`src/design/bridge_settings.svh`:
```
`ifndef BRIDGE_SETTINGS_SVH
`define BRIDGE_SETTINGS_SVH

// core and ARM physical addresses share one width
`define BRIDGE_ADDR_W 32

// host register words
`define BRIDGE_DATA_W 32

// the ARM window port drops the top two address bits
`define BRIDGE_WIN_ADDR_W 30

// core DRAM starts here and is XOR-ed away before the ARM base is added
`define BRIDGE_DRAM_BASE 32'h8000_0000

// offsets at or above 120 MiB are counted as out of range
`define BRIDGE_DRAM_LIMIT (32'd120 * 32'd1024 * 32'd1024)

// the profiler splits 1 GiB into 128 regions of 8 MiB
`define BRIDGE_REGION_MSB 29
`define BRIDGE_REGION_W 7

// word address of the host register block
`define BRIDGE_CSR_ADDR_W 3

`endif

```
`src/design/bridge_pkg.sv`:
```
`include "bridge_settings.svh"

package bridge_pkg;

   typedef logic [`BRIDGE_ADDR_W-1:0] addr_t;

   typedef logic [`BRIDGE_WIN_ADDR_W-1:0] win_addr_t;

   typedef logic [`BRIDGE_DATA_W-1:0] data_t;

   typedef logic [`BRIDGE_REGION_W-1:0] region_t;

   // one bit per region, grouped into words for the host read-back
   typedef logic [(1 << `BRIDGE_REGION_W) / `BRIDGE_DATA_W - 1:0][`BRIDGE_DATA_W-1:0] profile_t;

   // host register map, word addressed
   typedef enum logic [`BRIDGE_CSR_ADDR_W-1:0]
   {
      csr_ctrl      = 3'd0,
      csr_dram_base = 3'd1,
      csr_prof0     = 3'd2,
      csr_prof1     = 3'd3,
      csr_prof2     = 3'd4,
      csr_prof3     = 3'd5,
      csr_oob_count = 3'd6
   } csr_addr_e;

endpackage

```
`src/design/dram_access_if.sv`:
```
// accepted core DRAM accesses, as seen by the profiler
interface dram_access_if;
   import bridge_pkg::*;

   // high for one cycle per accepted request
   logic    acc_fire;
   logic    acc_write;
   // 8 MiB region index taken from the core address
   region_t acc_region;
   // offset lies at or above the DRAM limit
   logic    acc_oob;

   modport src
   (
      output acc_fire,
      output acc_write,
      output acc_region,
      output acc_oob
   );

   modport dst
   (
      input acc_fire,
      input acc_write,
      input acc_region,
      input acc_oob
   );

endinterface

```
`src/design/host_csr_regs.sv`:
```
`include "bridge_settings.svh"

module host_csr_regs
(
   input  logic                  aclk_i,
   input  logic                  arst_n_i,
   input  logic                  csr_req_valid_i,
   input  logic                  csr_req_write_i,
   input  bridge_pkg::csr_addr_e csr_req_addr_i,
   input  bridge_pkg::data_t     csr_req_wdata_i,
   input  bridge_pkg::profile_t  profile_i,
   input  bridge_pkg::data_t     oob_count_i,
   output logic                  csr_rsp_valid_o,
   output bridge_pkg::data_t     csr_rsp_rdata_o,
   output logic                  core_reset_o,
   output bridge_pkg::addr_t     dram_base_o
);
   import bridge_pkg::*;

   logic  run_q;
   addr_t dram_base_q;
   logic  rsp_valid_q;
   data_t rdata_q;
   data_t rdata_d;
   logic  wr_en;
   logic  rd_en;

   assign wr_en = csr_req_valid_i & csr_req_write_i;
   assign rd_en = csr_req_valid_i & ~csr_req_write_i;

   // only ctrl and the DRAM base take writes
   always_ff @(posedge aclk_i or negedge arst_n_i)
   begin
      if (!arst_n_i)
      begin
         run_q       <= 1'b0;
         dram_base_q <= '0;
      end
      else if (wr_en)
      begin
         case (csr_req_addr_i)
            csr_ctrl:      run_q       <= csr_req_wdata_i[0];
            csr_dram_base: dram_base_q <= csr_req_wdata_i;
            default:       ;
         endcase
      end
   end

   // unmapped words read as zero
   always_comb
   begin
      case (csr_req_addr_i)
         csr_ctrl:      rdata_d = {{(`BRIDGE_DATA_W-1){1'b0}}, run_q};
         csr_dram_base: rdata_d = dram_base_q;
         csr_prof0:     rdata_d = profile_i[0];
         csr_prof1:     rdata_d = profile_i[1];
         csr_prof2:     rdata_d = profile_i[2];
         csr_prof3:     rdata_d = profile_i[3];
         csr_oob_count: rdata_d = oob_count_i;
         default:       rdata_d = '0;
      endcase
   end

   always_ff @(posedge aclk_i or negedge arst_n_i)
   begin
      if (!arst_n_i)
         rsp_valid_q <= 1'b0;
      else
         rsp_valid_q <= rd_en;
   end

   always_ff @(posedge aclk_i)
   begin
      if (rd_en)
         rdata_q <= rdata_d;
   end

   assign csr_rsp_valid_o = rsp_valid_q;
   assign csr_rsp_rdata_o = rdata_q;

   // the run bit clears on reset, which keeps the core held
   assign core_reset_o = ~run_q;
   assign dram_base_o  = dram_base_q;

endmodule

```
`src/design/host_window_xlate.sv`:
```
`include "bridge_settings.svh"

module host_window_xlate
(
   input  logic                  aclk_i,
   input  logic                  arst_n_i,
   input  logic                  win_valid_i,
   input  bridge_pkg::win_addr_t win_addr_i,
   input  logic                  core_ready_i,
   output logic                  win_ready_o,
   output logic                  core_valid_o,
   output bridge_pkg::addr_t     core_addr_o
);
   import bridge_pkg::*;

   localparam int PASS_W = `BRIDGE_ADDR_W - 4;

   logic  valid_q;
   addr_t addr_q;
   addr_t xlate_addr;
   logic  accept;

   // window 0x0xxx_xxxx maps to core DRAM at 0x8xxx_xxxx,
   // window 0x2xxx_xxxx maps to core local space at 0x0xxx_xxxx
   assign xlate_addr = {~win_addr_i[`BRIDGE_WIN_ADDR_W-1], 3'b000, win_addr_i[PASS_W-1:0]};

   // empty or draining this cycle
   assign win_ready_o = ~valid_q | core_ready_i;
   assign accept      = win_valid_i & win_ready_o;

   always_ff @(posedge aclk_i or negedge arst_n_i)
   begin
      if (!arst_n_i)
         valid_q <= 1'b0;
      else if (accept)
         valid_q <= 1'b1;
      else if (core_ready_i)
         valid_q <= 1'b0;
   end

   always_ff @(posedge aclk_i)
   begin
      if (accept)
         addr_q <= xlate_addr;
   end

   assign core_valid_o = valid_q;
   assign core_addr_o  = addr_q;

endmodule

```
`src/design/dram_rebase.sv`:
```
`include "bridge_settings.svh"

module dram_rebase
(
   input  logic              aclk_i,
   input  logic              arst_n_i,
   input  logic              dram_valid_i,
   input  logic              dram_write_i,
   input  bridge_pkg::addr_t dram_addr_i,
   input  bridge_pkg::addr_t dram_base_i,
   input  logic              mem_ready_i,
   output logic              dram_ready_o,
   output logic              mem_valid_o,
   output logic              mem_write_o,
   output bridge_pkg::addr_t mem_addr_o,
   dram_access_if.src        acc_o
);
   import bridge_pkg::*;

   logic  valid_q;
   logic  write_q;
   addr_t addr_q;
   addr_t offset;
   logic  accept;

   // XOR strips the core DRAM base bit and leaves the offset
   assign offset = dram_addr_i ^ `BRIDGE_DRAM_BASE;

   assign dram_ready_o = ~valid_q | mem_ready_i;
   assign accept       = dram_valid_i & dram_ready_o;

   always_ff @(posedge aclk_i or negedge arst_n_i)
   begin
      if (!arst_n_i)
         valid_q <= 1'b0;
      else if (accept)
         valid_q <= 1'b1;
      else if (mem_ready_i)
         valid_q <= 1'b0;
   end

   // the base is sampled together with the address it applies to
   always_ff @(posedge aclk_i)
   begin
      if (accept)
      begin
         addr_q  <= offset + dram_base_i;
         write_q <= dram_write_i;
      end
   end

   assign mem_valid_o = valid_q;
   assign mem_write_o = write_q;
   assign mem_addr_o  = addr_q;

   // report each accepted request to the profiler
   assign acc_o.acc_fire   = accept;
   assign acc_o.acc_write  = dram_write_i;
   assign acc_o.acc_region = dram_addr_i[`BRIDGE_REGION_MSB -: `BRIDGE_REGION_W];
   assign acc_o.acc_oob    = offset >= `BRIDGE_DRAM_LIMIT;

endmodule

```
`src/design/mem_profiler.sv`:
```
module mem_profiler
(
   input  logic                 aclk_i,
   input  logic                 arst_n_i,
   input  logic                 core_reset_i,
   dram_access_if.dst           acc_i,
   output bridge_pkg::profile_t profile_o,
   output bridge_pkg::data_t    oob_count_o
);
   import bridge_pkg::*;

   localparam int PROF_W = $bits(profile_t);

   profile_t          prof_q;
   data_t             oob_q;
   logic [PROF_W-1:0] hit;

   // reads and writes both mark their region
   assign hit = PROF_W'(acc_i.acc_fire) << acc_i.acc_region;

   // sticky until the core is put back into reset
   always_ff @(posedge aclk_i or negedge arst_n_i)
   begin
      if (!arst_n_i)
      begin
         prof_q <= '0;
         oob_q  <= '0;
      end
      else if (core_reset_i)
      begin
         prof_q <= '0;
         oob_q  <= '0;
      end
      else
      begin
         prof_q <= prof_q | hit;
         // counter stops at all ones
         if (acc_i.acc_fire && acc_i.acc_oob && oob_q != '1)
            oob_q <= oob_q + 1'b1;
      end
   end

   assign profile_o   = prof_q;
   assign oob_count_o = oob_q;

endmodule

```
`src/design/zynq_host_bridge.sv`:
```
`include "bridge_settings.svh"

module zynq_host_bridge
(
   input  logic                          aclk_i,
   input  logic                          arst_n_i,

   input  logic                          csr_req_valid_i,
   input  logic                          csr_req_write_i,
   input  logic [`BRIDGE_CSR_ADDR_W-1:0] csr_req_addr_i,
   input  bridge_pkg::data_t             csr_req_wdata_i,
   output logic                          csr_rsp_valid_o,
   output bridge_pkg::data_t             csr_rsp_rdata_o,

   output logic                          core_reset_o,

   input  logic                          win_valid_i,
   input  bridge_pkg::win_addr_t         win_addr_i,
   output logic                          win_ready_o,
   output logic                          core_valid_o,
   output bridge_pkg::addr_t             core_addr_o,
   input  logic                          core_ready_i,

   input  logic                          dram_valid_i,
   input  logic                          dram_write_i,
   input  bridge_pkg::addr_t             dram_addr_i,
   output logic                          dram_ready_o,
   output logic                          mem_valid_o,
   output logic                          mem_write_o,
   output bridge_pkg::addr_t             mem_addr_o,
   input  logic                          mem_ready_i
);
   import bridge_pkg::*;

   addr_t    dram_base;
   profile_t profile;
   data_t    oob_count;

   dram_access_if acc_bus ();

   host_csr_regs i_csr
   (
      .aclk_i          (aclk_i),
      .arst_n_i        (arst_n_i),
      .csr_req_valid_i (csr_req_valid_i),
      .csr_req_write_i (csr_req_write_i),
      .csr_req_addr_i  (csr_addr_e'(csr_req_addr_i)),
      .csr_req_wdata_i (csr_req_wdata_i),
      .profile_i       (profile),
      .oob_count_i     (oob_count),
      .csr_rsp_valid_o (csr_rsp_valid_o),
      .csr_rsp_rdata_o (csr_rsp_rdata_o),
      .core_reset_o    (core_reset_o),
      .dram_base_o     (dram_base)
   );

   // ARM to core direction
   host_window_xlate i_xlate
   (
      .aclk_i       (aclk_i),
      .arst_n_i     (arst_n_i),
      .win_valid_i  (win_valid_i),
      .win_addr_i   (win_addr_i),
      .core_ready_i (core_ready_i),
      .win_ready_o  (win_ready_o),
      .core_valid_o (core_valid_o),
      .core_addr_o  (core_addr_o)
   );

   // core to ARM DRAM direction
   dram_rebase i_rebase
   (
      .aclk_i       (aclk_i),
      .arst_n_i     (arst_n_i),
      .dram_valid_i (dram_valid_i),
      .dram_write_i (dram_write_i),
      .dram_addr_i  (dram_addr_i),
      .dram_base_i  (dram_base),
      .mem_ready_i  (mem_ready_i),
      .dram_ready_o (dram_ready_o),
      .mem_valid_o  (mem_valid_o),
      .mem_write_o  (mem_write_o),
      .mem_addr_o   (mem_addr_o),
      .acc_o        (acc_bus.src)
   );

   mem_profiler i_prof
   (
      .aclk_i       (aclk_i),
      .arst_n_i     (arst_n_i),
      .core_reset_i (core_reset_o),
      .acc_i        (acc_bus.dst),
      .profile_o    (profile),
      .oob_count_o  (oob_count)
   );

endmodule

```
`config.mk`:
```
export PLATFORM = sky130hd
export DESIGN_NAME = zynq_host_bridge
export DESIGN_NICKNAME = d
export VERILOG_FILES = /design/src/design/bridge_pkg.sv /design/src/design/dram_access_if.sv /design/src/design/host_csr_regs.sv /design/src/design/host_window_xlate.sv /design/src/design/dram_rebase.sv /design/src/design/mem_profiler.sv /design/src/design/zynq_host_bridge.sv
export VERILOG_INCLUDE_DIRS = /design/src /design/src/design
export SDC_FILE = /design/constraint.sdc
export NUM_CORES = 1
export LEC_CHECK = 0
export BUFFER_PORTS_ARGS = -buffer_cell sky130_fd_sc_hd__buf_4
export CORE_AREA = 2 2 157 159
export DETAILED_ROUTE_END_ITERATION = 16
export DIE_AREA = 0 0 159 161
export GPL_ROUTABILITY_DRIVEN = 0
export GPL_TIMING_DRIVEN = 0
export PLACE_DENSITY = 0.84
export SYNTH_ARGS = -nofsm -noshare
export SYNTH_HDL_FRONTEND = slang
export SYNTH_SLANG_ARGS = --single-unit
```
`constraint.sdc`:
```
create_clock -name aclk_i -period 4.1 [get_ports aclk_i]
set_clock_uncertainty 0.05 [all_clocks]
set_input_delay 0.41 -clock aclk_i [delete_from_list [all_inputs] [get_ports aclk_i]]
set_output_delay 0.41 -clock aclk_i [all_outputs]
set_load 0.005 [all_outputs]
```
# == Word level (Yosys, flattened, before mapping) ==
# Index checks and enable logic that the tools add are counted.
# op_classes
shift,1
reduce_logical,7
eq_ne,8
div,0
add_sub_neg,2
mul,0
order_cmp,1
n_mux,8
bitwise_logic,13
# op_table
op,n
case mux 32 bit (7 select lines),1
two-way mux 128 bit,1
OR 128 bit,1
left shift 1 x 7 -> 128 bit,1
two-way mux 32 bit,2
"adder 32 x 1 -> 32 bit, second input constant",1
adder 32 bit,1
"greater-or-equal comparator 32 x 27 -> 1 bit, second input constant",1
"inequality test 32 bit, second input constant",1
"== test 3 bit, second input constant",3
"== test 3 x 2 -> 1 bit, second input constant",2
inverter 1 bit,6
bitwise AND 1 bit,4
two-way mux 1 bit,4
AND reduction 2 bit,2
nonzero test 2 bit,2
"== test 3 x 1 -> 1 bit, second input constant",1
zero test 3 bit,1
logical AND 1 bit,2
"inequality test 2 x 1 -> 1 bit, second input constant",1
OR 1 bit,2
# word_totals
ff_bits,290
input_bits,106
out_inout_bits,103
n_memories,0
mem_bits_ro,0
latch_bits,0
ram_bits,0
elab_cells,54

# == Logic depth before layout (Yosys ltp) ==
# logic_depth
ltp_word,7
ltp_mapped,10
depth_no_buf,10

# == By module ==
# From an unflattened synthesis, not the netlist that was laid out.
# hier_totals
cells_unflattened,1281
area_unflattened_um2,14022.2
# modules_own_cells
module,cells_each,area_each_um2,n_inst,seq_area_each_um2
mem_profiler,642,6418.7,1,4003.8
host_csr_regs,316,3794.9,1,1811.7
dram_rebase,285,2854.0,1,1016.0
host_window_xlate,38,954.7,1,895.9

# == Worst setup path after synthesis ==
# Ideal clock, no wire load.
# synth_timing
path_kind,input to register
startpoint,input port dram_addr_i[0]
endpoint,"register i_rebase.addr_q[28] (netlist: i_rebase.mem_addr_o[28]), data pin"
stages,10
arrival_ps,2690
setup_ps,265
t_required_ps,3785
path_slack_ps,1095
path_buffers,0
path_cell_list,ha_1 > fa_1 > a21o_1 > a221oi_1 > o211ai_1 > a31oi_1 > a21oi_1 > a211oi_1 > o21ai_0 > xor2_1
# synth_via
elab_chain_len,1
# synth_rtl
element,line,rtl
"start, declared",zynq_host_bridge.sv:26,"input bridge_pkg::addr_t dram_addr_i,"
adder 32 bit,dram_rebase.sv:47,addr_q <= offset + dram_base_i;
"end signal, assigned",dram_rebase.sv:47,
"end, declared",dram_rebase.sv:22,addr_t addr_q;
# No other way between the ends.
# A chain may end at the register's enable or synchronous reset.

# == Final worst setup path ==
# layout_timing
startpoint,register i_csr.dram_base_q[0] (netlist: i_csr.dram_base_o[0])
endpoint,"register i_rebase.addr_q[28] (netlist: i_rebase.mem_addr_o[28]), data pin"
# layout_via
elab_chain_len,1
# layout_rtl
element,line,rtl
"start, declared",host_csr_regs.sv:21,addr_t dram_base_q;
"start signal, assigned",host_csr_regs.sv:43,csr_dram_base: dram_base_q <= csr_req_wdata_i;
adder 32 bit,dram_rebase.sv:47,
# No other way between the ends.

==> flow_summary.rst <==
.. list-table::
   :header-rows: 1

   * - Metric
     - Value
   * - Number of nets at the end of the flow
     - 1704
   * - Worst hold path class
     - in2reg
   * - Chip height
     - 161 um
   * - Routed wirelength normalized by instance count
     - 22.6 um
   * - Diodes inserted
     - 0
   * - Post-layout min period
     - 3660 ps
   * - Master of the slowest instance on the critical path
     - a221oi_1
   * - Worst Setup Start Kind
     - register
   * - Flop and latch count out of synthesis
     - 290
   * - Total of endpoints with negative setup slack in the final report
     - 0
   * - Cell type group with the largest total delay on the critical path
     - compound AO/OA/AOI/OAI gates
   * - Setup TNS
     - 0 ps
   * - Relative slew slack
     - 13.1%
   * - Vias in the first global route
     - 11378
   * - Leading register cell type out of synthesis
     - dfrtp_1
   * - Data arrival at the endpoint of the critical path
     - 3900 ps
   * - Netlist Area Pre-Place
     - 13400 sq um
   * - 1st-pass router iterations
     - 6
   * - Full die area
     - 25600 sq um
   * - Register-to-register path setup slack
     - 440 ps
   * - Levels on crit path
     - 10
   * - Postcts setup bufs
     - 0
   * - DR iter-0 viols
     - 1432
   * - Layout filler cell count
     - 1696
   * - Crit. End Element
     - register
   * - Total of warnings raised by yosys
     - 0
   * - Part of the cycle the worst path needs
     - 89.2%
   * - Hold-fix buffer count after cts
     - 30
   * - Multi-input logic area
     - 5380 sq um
   * - Area taken by flip-flops and latches
     - 7730 sq um
   * - Vias per cell
     - 6.07
   * - Initial antenna violation count
     - 0
   * - Count of final hold-check violations
     - 0
   * - Maximum cell stage delay along the critical path
     - 490 ps
   * - Chain of cells forming the critical path
     - ha_1, fa_1, a21o_1, a221oi_1, o211ai_1, a31oi_1, a21oi_1, a211oi_1, o21ai_0, xor2_1
   * - Die X-Extent
     - 159 um
   * - Pwr per Cell Area
     - 461 nW/um^2
   * - Pin count of the biggest net entering global routing
     - 121
   * - Total global-route track usage
     - 33.2%
   * - Design Power
     - 7.71 mW
   * - Layout cells sized above 1
     - 19.3%
   * - RSZ-0062 raised after global routing
     - false
   * - Number of instances in the synthesized netlist
     - 1298
   * - Number of CTS-inserted buffers
     - 29
   * - Start point of the critical path
     - i_csr.dram_base_o[0]
   * - Reg2reg end
     - i_rebase.mem_addr_o[28]
   * - Number of max-slew violations in the final report
     - 0
   * - Clock latency on the worst-skew pair
     - 560 ps
   * - Measured slew at the worst slew-check pin
     - 1300 ps
   * - CTS clock-pin slew for the worst setup and hold paths
     - 70 ps
   * - Root Driver
     - clkbuf_16
   * - Gr ovfl total
     - 0
   * - Clock tree from TritonCTS
     - done
   * - Mean instance size in the synthesized netlist
     - 10.3 sq um
   * - Lkg Pwr
     - 7.22 nW
   * - Wire length of the first global-routing pass
     - 65200 um
   * - WP data required
     - 4340 ps
   * - Area of the core
     - 24000 sq um
   * - Top Ports
     - 209
   * - Routed WL
     - 43200 um
   * - Max Buffers Root-to-Sink
     - 3
   * - Worst R2R Start
     - i_csr.dram_base_o[0]
   * - WP buf/inv
     - 0
   * - Routed vias
     - 11600
   * - Post-cts repair resize count
     - 0
   * - Std cell rows
     - 57
   * - Maximum fanout along the worst path
     - 5
   * - Worst vdd rail ir drop
     - 0.330 mV
   * - Number of input and output port buffers inserted
     - 202
   * - Cell variety after synth
     - 59
   * - Worst reg2reg path depth
     - 10
   * - Post-detail-place hpwl
     - 29500 um
   * - Number of remaining DRC errors
     - 0
   * - Final core area utilization
     - 69.8%
   * - Area delta synth->final
     - 24.6%
   * - # Max-Cap Violations
     - 0
   * - Outcome
     - complete, no violations
   * - Htree depth
     - 1
   * - Peak clock frequency supported by timing
     - 273 MHz
   * - Number of synthesized flops with an enable pin
     - 94
   * - Post-synthesis async set-or-reset flop share
     - 67.6%
   * - Initial standard-cell utilization of the core
     - 56.0%
   * - Clk sink count
     - 290
   * - Sequential share of the synthesized area
     - 57.6%
   * - Remaining number of nets flagged by the antenna check after routing
     - 0
   * - Type of the setup path with the least slack
     - reg2reg
   * - Critical path endpoint
     - i_rebase.mem_addr_o[28]
-- worst reg2reg max path, delay by kind of cell (launching register included) --
family | cells | cell delay, ps
compound gates | 7 | 2060
flops | 1 | 440
xor+xnor | 1 | 170
fa+ha+maj | 2 | 680
-- area by class of cell --
class | instances | share of cell area, %
clock inverters | 15 | 1.06
inverters | 13 | 0.292
plain buffers | 64 | 1.71
multi-input cells | 933 | 32.2
clock buffers | 38 | 4.95
well taps | 324 | 2.42
flip-flops and latches | 290 | 46.2
repair buffers | 234 | 11.2
-- power breakdown --
part,internal [mW],switching [mW]
registers,3.24,0.183
logic,0.615,0.866
clock network,1.67,1.14
total,5.53,2.19
-- cells in the final DEF, fill, tap and decap left out, types with 10 or more instances in the layout --
cell and instances:
a21o_1 17, a21oi_1 40, a22oi_1 95, buf_4 208, clkbuf_1 57, clkbuf_16 32
dfrtp_1 196, dlygate4sd3_1 30, edfxtp_1 94, ha_1 32, inv_1 13, mux2_2 30
nand2_1 48, nand3_1 58, nand4_1 10, nor2_1 409, nor2b_1 10, o21ai_0 23
xnor2_1 29, xor2_1 27
-- synth_stat cells (all sizes together) (3+ instances only) --
library cell | number | area [sq um]
a21o | 17 | 128
nand4 | 10 | 62.6
xor2 | 27 | 236
or3 | 7 | 43.8
nor2 | 409 | 1540
o21ai | 23 | 115
and3 | 9 | 57.6
a31oi | 4 | 25.0
edfxtp | 94 | 2820
nand3 | 61 | 328
nor3b | 4 | 30.0
nand2 | 48 | 180
mux2 | 33 | 372
inv | 13 | 48.8
o21a | 6 | 45.0
nand2b | 7 | 43.8
and2 | 10 | 65.1
dfrtp | 196 | 4900
buf | 10 | 67.6
ha | 32 | 400
xnor2 | 29 | 254
nor3 | 9 | 45.0
a22oi | 95 | 713
clkbuf | 53 | 209
o211ai | 3 | 22.5
a211oi | 4 | 30.0
a21oi | 40 | 200
and4 | 6 | 53.8
nor2b | 12 | 82.6
-- per-stage QoR --
| stage | setup WS [ps] | std cells | instance area [sq um] | hold slack (ps) |
|---|---|---|---|---|
| after global placement | 528 | 1826 | 15400 | 423 |
| after CTS | 552 | 1911 | 16700 | 14.4 |
| final | 442 | 1911 | 16700 | 24.6 |
| after global routing | 298 | 1911 | 16700 | 22.5 |
| after detailed placement | 503 | 1828 | 15400 | 388 |
| after floorplan | 1090 | 1300 | 13400 | 64.4 |
-- worst min-delay path by stage --
| stage | from | to | slack (ps) | depth (start not counted) |
|---|---|---|---|---|
| 2_1_floorplan | arst_n_i | i_csr.csr_rsp_valid_o | 60 | 0 |
| 3_3_place_gp | i_prof.profile_o[47] | i_prof.profile_o[47] | 420 | 1 |
| 3_5_place_dp | arst_n_i | i_prof.oob_count_o[28] | 390 | 1 |
| 4_1_cts | csr_req_wdata_i[5] | i_csr.dram_base_o[5] | 10 | 2 |
| 5_1_grt | csr_req_wdata_i[28] | i_csr.dram_base_o[28] | 20 | 2 |
| 6_report | csr_req_wdata_i[5] | i_csr.dram_base_o[5] | 20 | 2 |
-- registers in the layout, indices dropped and copies added, names as in the netlist, 29 cells and up --
| name | flops |
|---|---|
| i_csr.dram_base_o | 32 |
| i_prof.profile_o | 128 |
| i_rebase.mem_addr_o | 32 |
| i_xlate.core_addr_o | 29 |
| i_csr.csr_rsp_rdata_o | 32 |
| i_prof.oob_count_o | 32 |
-- logic make-up (layout without fill, tap and decap cells) --
family,Yosys count,count (layout),synth area share (%)
DFF,290,290,57.6
and+or+nand+nor,600,600,19.6
other,1,3,0.0279
adders and majority gates,33,33,3.13
buffers and inverters,77,364,2.49
xor gates and xnor gates,56,56,3.65
muxes,35,35,2.92
AOI/OAI and AO/OA,206,206,10.6
-- metal layers --
metal / wire [um] / global-route usage [%] / share of wire, %
met1: 15100 / 41.5 / 35
met2: 19600 / 53.1 / 45
met3: 6060 / 10.4 / 14
met4: 2420 / 16.0 / 5.6
met5: 0 / 0 / 0
Note: power is estimated with default switching activity, not from simulation.
